### src/source/blackjack_pkg.sv
`default_nettype none

package blackjack_pkg;

    // ------------------------------
    // payload widths
    // ------------------------------

    // card value 1..10, ace is 1
    typedef logic [3:0] card_t;

    // hand score, hard total can reach the low thirties
    typedef logic [5:0] score_t;

    typedef logic [6:0] coin_t;
    typedef logic [3:0] bet_t;

    // ------------------------------
    // game rules
    // ------------------------------

    localparam score_t BLACKJACK_SCORE = 6'd21;

    // dealer stops drawing at this score
    localparam score_t DEALER_STAND = 6'd17;

    // one ace counts as 11 when the hand stays at or below 21
    localparam score_t ACE_BONUS = 6'd10;

    localparam coin_t COIN_START = 7'd30;

    // credits saturate here
    localparam coin_t COIN_MAX = 7'd127;

    // player, dealer, player, dealer
    localparam logic [2:0] INITIAL_CARDS = 3'd4;

    // ------------------------------
    // round state
    // ------------------------------

    typedef enum logic [2:0] {
        BET,
        DEAL,
        PLAYER,
        DEALER,
        RESULT
    } game_state_t;

endpackage

`default_nettype wire

### src/source/bankroll.sv
`timescale 1ns/1ps
`default_nettype none

module bankroll
    import blackjack_pkg::*;
(
    input  logic  clk,
    input  logic  reset,
    input  bet_t  bet,
    input  logic  bet_place,
    input  logic  settle,
    input  logic  win,
    input  logic  push,
    input  logic  blackjack,
    output coin_t coins,
    output logic  bet_ok
);

    // bet of the round in play
    bet_t       stake;

    // largest payout is 3 x 15, largest sum 127 + 45
    logic [7:0] payout;
    logic [7:0] credit_sum;
    coin_t      credited;

    assign bet_ok = (bet != '0) && ({3'b000, bet} <= coins);

    // ------------------------------
    // payout on settle
    // ------------------------------

    always_comb begin
        if (blackjack) begin
            payout = {4'b0000, stake} * 8'd3;
        end else if (win) begin
            payout = {4'b0000, stake} * 8'd2;
        end else if (push) begin
            payout = {4'b0000, stake};
        end else begin
            payout = 8'd0;
        end
    end

    assign credit_sum = {1'b0, coins} + payout;

    // saturate at the top of the coin range
    assign credited = (credit_sum > {1'b0, COIN_MAX}) ? COIN_MAX : credit_sum[6:0];

    // ------------------------------
    // coin register
    // ------------------------------

    always_ff @(posedge clk or posedge reset) begin
        if (reset) begin
            coins <= COIN_START;
        end else if (bet_place) begin
            // bet_ok rules out an underflow here
            coins <= coins - {3'b000, bet};
        end else if (settle) begin
            coins <= credited;
        end
    end

    always_ff @(posedge clk) begin
        if (bet_place) begin
            stake <= bet;
        end
    end

endmodule

`default_nettype wire

### src/source/blackjack_top.sv
`timescale 1ns/1ps
`default_nettype none

module blackjack_top
    import blackjack_pkg::*;
(
    input  logic   clk,
    input  logic   reset,
    input  logic   deal,
    input  logic   hit,
    input  logic   stand,
    input  bet_t   bet,
    input  logic   card_ack,
    input  card_t  card_value,
    output logic   card_req,
    output score_t player_score,
    output score_t dealer_score,
    output coin_t  coins,
    output logic   player_turn,
    output logic   round_done,
    output logic   win,
    output logic   lose,
    output logic   push,
    output logic   blackjack
);

    // ------------------------------
    // internal nets
    // ------------------------------

    logic       fetch_start;
    logic       round_clear;
    card_t      card;
    logic       card_valid;
    logic [2:0] deal_count;
    logic       player_load;
    logic       dealer_load;
    logic [2:0] player_count;
    logic       bet_place;
    logic       settle;
    logic       bet_ok;

    card_fetch u_card_fetch (
        .clk         (clk),
        .reset       (reset),
        .fetch_start (fetch_start),
        .round_clear (round_clear),
        .card_ack    (card_ack),
        .card_value  (card_value),
        .card_req    (card_req),
        .card        (card),
        .card_valid  (card_valid),
        .deal_count  (deal_count)
    );

    // both hands share the fetched card, the load strobe picks one
    hand_score player_hand (
        .clk        (clk),
        .reset      (reset),
        .hand_clear (round_clear),
        .load       (player_load),
        .card       (card),
        .score      (player_score),
        .card_count (player_count)
    );

    // dealer card count is not needed for the outcome
    hand_score dealer_hand (
        .clk        (clk),
        .reset      (reset),
        .hand_clear (round_clear),
        .load       (dealer_load),
        .card       (card),
        .score      (dealer_score),
        .card_count ()
    );

    bankroll u_bankroll (
        .clk       (clk),
        .reset     (reset),
        .bet       (bet),
        .bet_place (bet_place),
        .settle    (settle),
        .win       (win),
        .push      (push),
        .blackjack (blackjack),
        .coins     (coins),
        .bet_ok    (bet_ok)
    );

    game_fsm u_game_fsm (
        .clk          (clk),
        .reset        (reset),
        .deal         (deal),
        .hit          (hit),
        .stand        (stand),
        .bet_ok       (bet_ok),
        .card_valid   (card_valid),
        .deal_count   (deal_count),
        .player_score (player_score),
        .dealer_score (dealer_score),
        .player_count (player_count),
        .fetch_start  (fetch_start),
        .round_clear  (round_clear),
        .player_load  (player_load),
        .dealer_load  (dealer_load),
        .bet_place    (bet_place),
        .settle       (settle),
        .player_turn  (player_turn),
        .round_done   (round_done),
        .win          (win),
        .lose         (lose),
        .push         (push),
        .blackjack    (blackjack)
    );

endmodule

`default_nettype wire

### src/source/card_fetch.sv
`timescale 1ns/1ps
`default_nettype none

module card_fetch
    import blackjack_pkg::*;
(
    input  logic       clk,
    input  logic       reset,
    input  logic       fetch_start,
    input  logic       round_clear,
    input  logic       card_ack,
    input  card_t      card_value,
    output logic       card_req,
    output card_t      card,
    output logic       card_valid,
    output logic [2:0] deal_count
);

    // four-phase master
    typedef enum logic [1:0] {
        FETCH_IDLE,
        FETCH_REQUEST,
        FETCH_RELEASE
    } fetch_state_t;

    fetch_state_t state;

    // request stays up until the first edge that sees ack
    assign card_req = (state == FETCH_REQUEST);

    // ------------------------------
    // handshake sequencing
    // ------------------------------

    always_ff @(posedge clk or posedge reset) begin
        if (reset) begin
            state      <= FETCH_IDLE;
            card_valid <= 1'b0;
        end else begin
            card_valid <= 1'b0;
            case (state)
                FETCH_IDLE: begin
                    if (fetch_start) begin
                        state <= FETCH_REQUEST;
                    end
                end
                FETCH_REQUEST: begin
                    if (card_ack) begin
                        state <= FETCH_RELEASE;
                    end
                end
                FETCH_RELEASE: begin
                    // source has released, hand the card over
                    if (!card_ack) begin
                        state      <= FETCH_IDLE;
                        card_valid <= 1'b1;
                    end
                end
                default: state <= FETCH_IDLE;
            endcase
        end
    end

    // value is stable while ack is high
    always_ff @(posedge clk) begin
        if (state == FETCH_REQUEST && card_ack) begin
            card <= card_value;
        end
    end

    // ------------------------------
    // cards delivered this round
    // ------------------------------

    // holds the index of the card while card_valid is high
    always_ff @(posedge clk or posedge reset) begin
        if (reset) begin
            deal_count <= 3'd0;
        end else if (round_clear) begin
            deal_count <= 3'd0;
        end else if (card_valid) begin
            deal_count <= deal_count + 3'd1;
        end
    end

endmodule

`default_nettype wire

### src/source/game_fsm.sv
`timescale 1ns/1ps
`default_nettype none

module game_fsm
    import blackjack_pkg::*;
(
    input  logic       clk,
    input  logic       reset,
    input  logic       deal,
    input  logic       hit,
    input  logic       stand,
    input  logic       bet_ok,
    input  logic       card_valid,
    input  logic [2:0] deal_count,
    input  score_t     player_score,
    input  score_t     dealer_score,
    input  logic [2:0] player_count,
    output logic       fetch_start,
    output logic       round_clear,
    output logic       player_load,
    output logic       dealer_load,
    output logic       bet_place,
    output logic       settle,
    output logic       player_turn,
    output logic       round_done,
    output logic       win,
    output logic       lose,
    output logic       push,
    output logic       blackjack
);

    game_state_t state;

    // a card has been asked for and not yet delivered
    logic pending;

    logic start_round;
    logic last_deal;
    logic player_bust;
    logic dealer_bust;
    logic player_wins;
    logic hands_tie;
    logic natural;

    assign start_round = (state == BET) && deal && bet_ok;
    assign last_deal   = (deal_count == INITIAL_CARDS - 3'd1);

    assign bet_place   = start_round;
    assign round_clear = start_round;

    // waiting on the player, nothing in flight and not yet on 21
    assign player_turn = (state == PLAYER) && !pending && (player_score < BLACKJACK_SCORE);

    // ------------------------------
    // outcome
    // ------------------------------

    assign player_bust = player_score > BLACKJACK_SCORE;
    assign dealer_bust = dealer_score > BLACKJACK_SCORE;
    assign player_wins = !player_bust && (dealer_bust || player_score > dealer_score);
    assign hands_tie   = !player_bust && !dealer_bust && (player_score == dealer_score);
    assign natural     = (player_score == BLACKJACK_SCORE) && (player_count == 3'd2);

    // ------------------------------
    // fetch requests and card routing
    // ------------------------------

    always_comb begin
        fetch_start = 1'b0;
        player_load = 1'b0;
        dealer_load = 1'b0;
        case (state)
            DEAL: begin
                fetch_start = !pending;
                // even index to the player, odd to the dealer
                player_load = card_valid && !deal_count[0];
                dealer_load = card_valid && deal_count[0];
            end
            PLAYER: begin
                fetch_start = player_turn && hit;
                player_load = card_valid;
            end
            DEALER: begin
                fetch_start = !pending && (dealer_score < DEALER_STAND);
                dealer_load = card_valid;
            end
            default: begin
            end
        endcase
    end

    // ------------------------------
    // round sequencing
    // ------------------------------

    always_ff @(posedge clk or posedge reset) begin
        if (reset) begin
            state      <= BET;
            pending    <= 1'b0;
            settle     <= 1'b0;
            round_done <= 1'b0;
            win        <= 1'b0;
            lose       <= 1'b0;
            push       <= 1'b0;
            blackjack  <= 1'b0;
        end else begin
            round_done <= 1'b0;
            if (fetch_start) begin
                pending <= 1'b1;
            end else if (card_valid) begin
                pending <= 1'b0;
            end

            case (state)
                BET: begin
                    if (start_round) begin
                        state     <= DEAL;
                        win       <= 1'b0;
                        lose      <= 1'b0;
                        push      <= 1'b0;
                        blackjack <= 1'b0;
                    end
                end
                DEAL: begin
                    if (card_valid && last_deal) begin
                        state <= PLAYER;
                    end
                end
                PLAYER: begin
                    // bust skips the dealer, 21 hands over without input
                    if (!pending && player_bust) begin
                        state <= RESULT;
                    end else if (!pending && player_score == BLACKJACK_SCORE) begin
                        state <= DEALER;
                    end else if (player_turn && !hit && stand) begin
                        state <= DEALER;
                    end
                end
                DEALER: begin
                    if (!pending && dealer_score >= DEALER_STAND) begin
                        state <= RESULT;
                    end
                end
                RESULT: begin
                    // first cycle latches the outcome, second pays out
                    if (!settle) begin
                        settle    <= 1'b1;
                        win       <= player_wins;
                        push      <= hands_tie;
                        lose      <= !player_wins && !hands_tie;
                        blackjack <= player_wins && natural;
                    end else begin
                        settle     <= 1'b0;
                        round_done <= 1'b1;
                        state      <= BET;
                    end
                end
                default: state <= BET;
            endcase
        end
    end

endmodule

`default_nettype wire

### src/source/hand_score.sv
`timescale 1ns/1ps
`default_nettype none

module hand_score
    import blackjack_pkg::*;
(
    input  logic       clk,
    input  logic       reset,
    input  logic       hand_clear,
    input  logic       load,
    input  card_t      card,
    output score_t     score,
    output logic [2:0] card_count
);

    // all aces counted as 1
    score_t hard_total;
    logic   has_ace;
    score_t soft_total;

    // ------------------------------
    // ace adjustment
    // ------------------------------

    // only one ace can ever be promoted without busting
    assign soft_total = hard_total + ACE_BONUS;

    assign score = (has_ace && soft_total <= BLACKJACK_SCORE) ? soft_total : hard_total;

    // ------------------------------
    // running totals
    // ------------------------------

    always_ff @(posedge clk or posedge reset) begin
        if (reset) begin
            hard_total <= '0;
            has_ace    <= 1'b0;
            card_count <= 3'd0;
        end else if (hand_clear) begin
            hard_total <= '0;
            has_ace    <= 1'b0;
            card_count <= 3'd0;
        end else if (load) begin
            hard_total <= hard_total + {2'b00, card};
            if (card == 4'd1) begin
                has_ace <= 1'b1;
            end
            // stick at 7 so a long hand never reads as two cards
            if (card_count != 3'd7) begin
                card_count <= card_count + 3'd1;
            end
        end
    end

endmodule

`default_nettype wire

### config.mk
export PLATFORM = sky130hd
export DESIGN_NAME = blackjack_top
export DESIGN_NICKNAME = d
export VERILOG_FILES = /design/src/source/blackjack_pkg.sv /design/src/source/bankroll.sv /design/src/source/blackjack_top.sv /design/src/source/card_fetch.sv /design/src/source/game_fsm.sv /design/src/source/hand_score.sv
export SDC_FILE = /design/constraint.sdc
export NUM_CORES = 1
export LEC_CHECK = 0
export ABC_CLOCK_PERIOD_IN_PS = 3360
export BUFFER_PORTS_ARGS = -buffer_cell sky130_fd_sc_hd__buf_2
export CAP_MARGIN = 20
export CORE_UTILIZATION = 30
export DETAILED_ROUTE_END_ITERATION = 12
export GPL_TIMING_DRIVEN = 0
export PLACE_DENSITY_LB_ADDON = 0.05
export SLEW_MARGIN = 40
export SYNTH_ARGS = -nofsm -noshare
export SYNTH_HDL_FRONTEND = slang
export SYNTH_SLANG_ARGS = --single-unit
export TNS_END_PERCENT = 20
### constraint.sdc
create_clock -name clk -period 3.36 [get_ports clk]
set_input_delay 0.168 -clock clk [delete_from_list [all_inputs] [get_ports clk]]
set_output_delay 0.168 -clock clk [all_outputs]
set_load 0.03 [all_outputs]
==> metrics.md <==
| Metric | Value |
|---|---|
| Crit Path Max Fanout | `5` |
| Reg-to-reg endpoint | `u_bankroll.coins[4]` |
| Final TNS setup | `0 ns` |
| Slowest-stage cell, CP | `fa_1` |
| Vias per Instance | `4.97` |
| Final core occ | `0.366` |
| Full die area | `13,500 sq um` |
| Synthesized flop and latch total | `48` |
| Sequential share of power | `0.256` |
| GP Congestion | `0.806` |
| Transition time of the tightest slew-check pin | `0.598 ns` |
| CP dominant cell by count | `ha_1` |
| Worst EP required | `3.56 ns` |
| Synth cell count leaders | `inv_1 (40), nor2_1 (38), dfrtp_1 (36), ha_1 (35), nand2_1 (34)` |
| Internal power | `2.11 mW` |
| CTS sink cnt | `48` |
| Pwr Density | `868 nW/um^2` |
| Rows | `41` |
| Vias in the first global route | `3,240` |
| Yosys top cell by area | `dfrtp_1` |
| Setup slack, reg-to-reg | `0.26 ns` |
| Yosys Warn Count | `0` |
| Placed inst area | `4360 sq um` |
| Ant diodes | `0` |
| Die X | `116 microns` |
| Slowest stage delay, CP | `0.53 ns` |
| Finish-stage setup viols | `0` |
| Final worst-path cycle share | `0.923` |
| P&R area growth vs syn | `18.2%` |
| Worst slew margin | `0.602` |
| Finished Cell Area | `4640 sq um` |
| FILL cells | `1,362` |
| Largest cells by area after synthesis | `dfrtp_1 (23%), ha_1 (11%), edfxtp_1 (6.1%), inv_1 (3.8%), a21oi_1 (3.7%)` |
| Top-count cell post-synth | `inv_1` |
| Final min period | `3.10 ns` |
| Routed WL | `10,400 microns` |
| IO Pins | `40` |
| # H-tree levels | `2` |
| Total CTS buffers | `5` |
| Peak supply drop | `0.000361 V` |
| Clk root buf | `clkbuf_16` |
| Clock Skew | `0.00357 ns` |
| Nets | `548` |
| Share of cells above drive strength 1 | `0.202` |
| Worst Setup Start Kind | `register` |
| First-pass GRT wire length | `16,800 microns` |
| Starting DRT DRC Count | `150` |
| Initial antenna violation count | `0` |
| Gate Count Post-Synth | `442` |
| Max Clk Rate | `0.323 GHz` |
| Count of unique library cells instantiated by Yosys | `72` |
| Worst Hold Class | `input pin to register` |
| Largest net degree at the start of global routing | `30` |
| Die Height | `116 microns` |
| Worst-skew pair later-pin latency | `0.29 ns` |
| Initial core utilization | `0.309` |
| Synth async-reset ratio | `0.833` |
| Synth top area share | `0.230` |
| Max cap viols | `0` |
| Leak | `2.09 nW` |
| Clock power frac | `0.129` |
| Hpwl dp | `8180 microns` |
| Post-synth EDFFs | `8` |
| Status | `complete, no violations` |
| Crit Reg-Reg Startpoint | `u_bankroll.stake[1]` |
| Ys flop type | `dfrtp_1` |
| R2r worst-path depth | `11` |
| DRC | `0` |
| RSZ-0062 raised after global routing | `false` |
| Global route overflow | `0` |
| Max-slew violations | `0` |
| Fin cells | `667` |
| Syn nets | `496` |
| Register area share after synthesis | `0.318` |
| Reported net switching power | `1.91 mW` |
| Critical path origin | `u_bankroll.stake[1]` |
| Placed insts | `654` |
| GRT Total Usage | `0.164` |
| CTS tree | `built` |
| Sw frac | `0.475` |
| Worst setup path end | `u_bankroll.coins[4]` |
| Crit-path cells | `ha_1, fa_1, nand2_1, o21ai_0, ha_1, a21oi_1, o21ai_1, a2111oi_4, nor2_2, o32ai_1, a31oi_1` |
| Crit Path Category | `register to register` |
| Setup crit end kind | `register` |
| Final Hold Viols | `0` |
| Core Area | `12,700 sq um` |
| Gate power share | `0.615` |
| CTS clk-pin slew, worst paths | `0.07 ns` |
| HP Start | `card_value[2]` |
| CP Data Arrival Time | `3.30 ns` |
| ANT nets after route | `0` |
| DR WL/cell | `15.6 microns` |
| Syn avg cell area | `8.87 sq um` |
| Port Buffer Count | `39` |
| Cell area after synthesis | `3920 sq um` |
| Clock tree buffer depth | `2` |
| TritonRoute pass-1 iters | `4` |
| Via count | `3,315` |
-- through the flow --
step	setup slack (ns)	hold slack, ns	power, mW
after global routing	0.0127	0.0360	4.41
after detailed placement	-0.213	0.100	3.39
after global placement	-0.299	0.346	3.35
after CTS	0.00182	0.0392	3.95
after floorplan	0.0382	0.234	2.78
final	0.260	0.0464	4.02
-- sequential cells by signal (all words and copies together), names as in the netlist, 3 cells and up --
| name | cells |
|---|---|
| u_card_fetch.deal_count | 3 |
| u_bankroll.coins | 7 |
| u_card_fetch.card | 4 |
| player_hand.card_count | 3 |
| dealer_hand.hard_total | 6 |
| u_bankroll.stake | 4 |
| player_hand.hard_total | 6 |
| u_game_fsm.state | 3 |
-- critical path, delay by kind of cell, from the launching register on --
kind,cells,cell delay (ns)
fa+ha+maj,3,1.10
simple gates,2,0.19
flops,1,0.48
compound gates,6,1.25
-- power by group through the flow --
stage          registers, mW  logic (mW)  clock network, mW
3_5_place_dp            1.04        2.34                  0
4_1_cts                 1.03        2.37              0.543
5_1_grt                 1.06        2.79              0.561
6_report                1.03        2.48              0.521
3_3_place_gp            1.04        2.31                  0
2_1_floorplan           1.06        1.72                  0
-- routing by layer --
metal | vias up | track usage | share of wire | wire length [microns]
met5 | - | 0 | 0 | 0
met1 | 1579 | 0.202 | 0.46 | 4800
met3 | 12 | 0.0234 | 0.024 | 255
met2 | 43 | 0.291 | 0.50 | 5190
li1 | 1681 | - | - | -
met4 | 0 | 0.0581 | 0.018 | 184
-- worst min-delay path by stage --
stage | to | slack (ns) | cells after the start
floorplan | u_card_fetch.card_valid | 0.23 | 1
global placement | u_card_fetch.card[2] | 0.35 | 1
detailed placement | u_game_fsm.round_done | 0.10 | 2
CTS | u_card_fetch.card[2] | 0.04 | 1
global route | u_card_fetch.card[2] | 0.04 | 1
finish | u_card_fetch.card[2] | 0.05 | 1
-- area by class of cell --
type / count / area [sq um] / share of cell area
plain buffers: 19 / 143 / 0.0308
clock buffers: 8 / 146 / 0.0316
inverters: 41 / 159 / 0.0343
multi-input cells: 334 / 2470 / 0.532
flip-flops and latches: 48 / 1250 / 0.270
well taps: 172 / 215 / 0.0464
repair buffers: 45 / 255 / 0.0551
-- cells by family after synthesis --
logic type / share of synthesized area
AND/OR/NAND/NOR: 0.195
AO/OA/AOI/OAI: 0.204
buffers and inverters: 0.0759
flip-flops: 0.318
adder cells (fa/ha/maj): 0.137
XOR/XNOR: 0.0380
multiplexers: 0.0325
-- layout by cell type, fill, tap and decap left out, types with 6 or more instances in the layout --
cell type,synthesis,routed
mux2i_1,9,8
dfrtp_1,36,32
nor2_1,38,34
buf_6,6,6
o21ai_0,28,25
a21o_1,6,6
edfxtp_1,8,8
xnor2_1,13,12
nor3_1,9,8
buf_4,4,8
nand2_1,34,34
nand3_1,11,11
clkbuf_1,8,9
buf_2,0,39
inv_1,40,39
a21oi_1,29,28
ha_1,35,33
nor2b_1,18,18
-- timing repair --
item | in CTS | in global routing
hold buffers | 1 | 0
buffers inserted | 0 | 4
endpoints found under the setup margin | 8 | 9
gates resized for setup | 6 | 21
pin swaps | 0 | 4
endpoints found under the hold margin | 9 | 0
No activity file was read; power rests on OpenSTA's default activity.
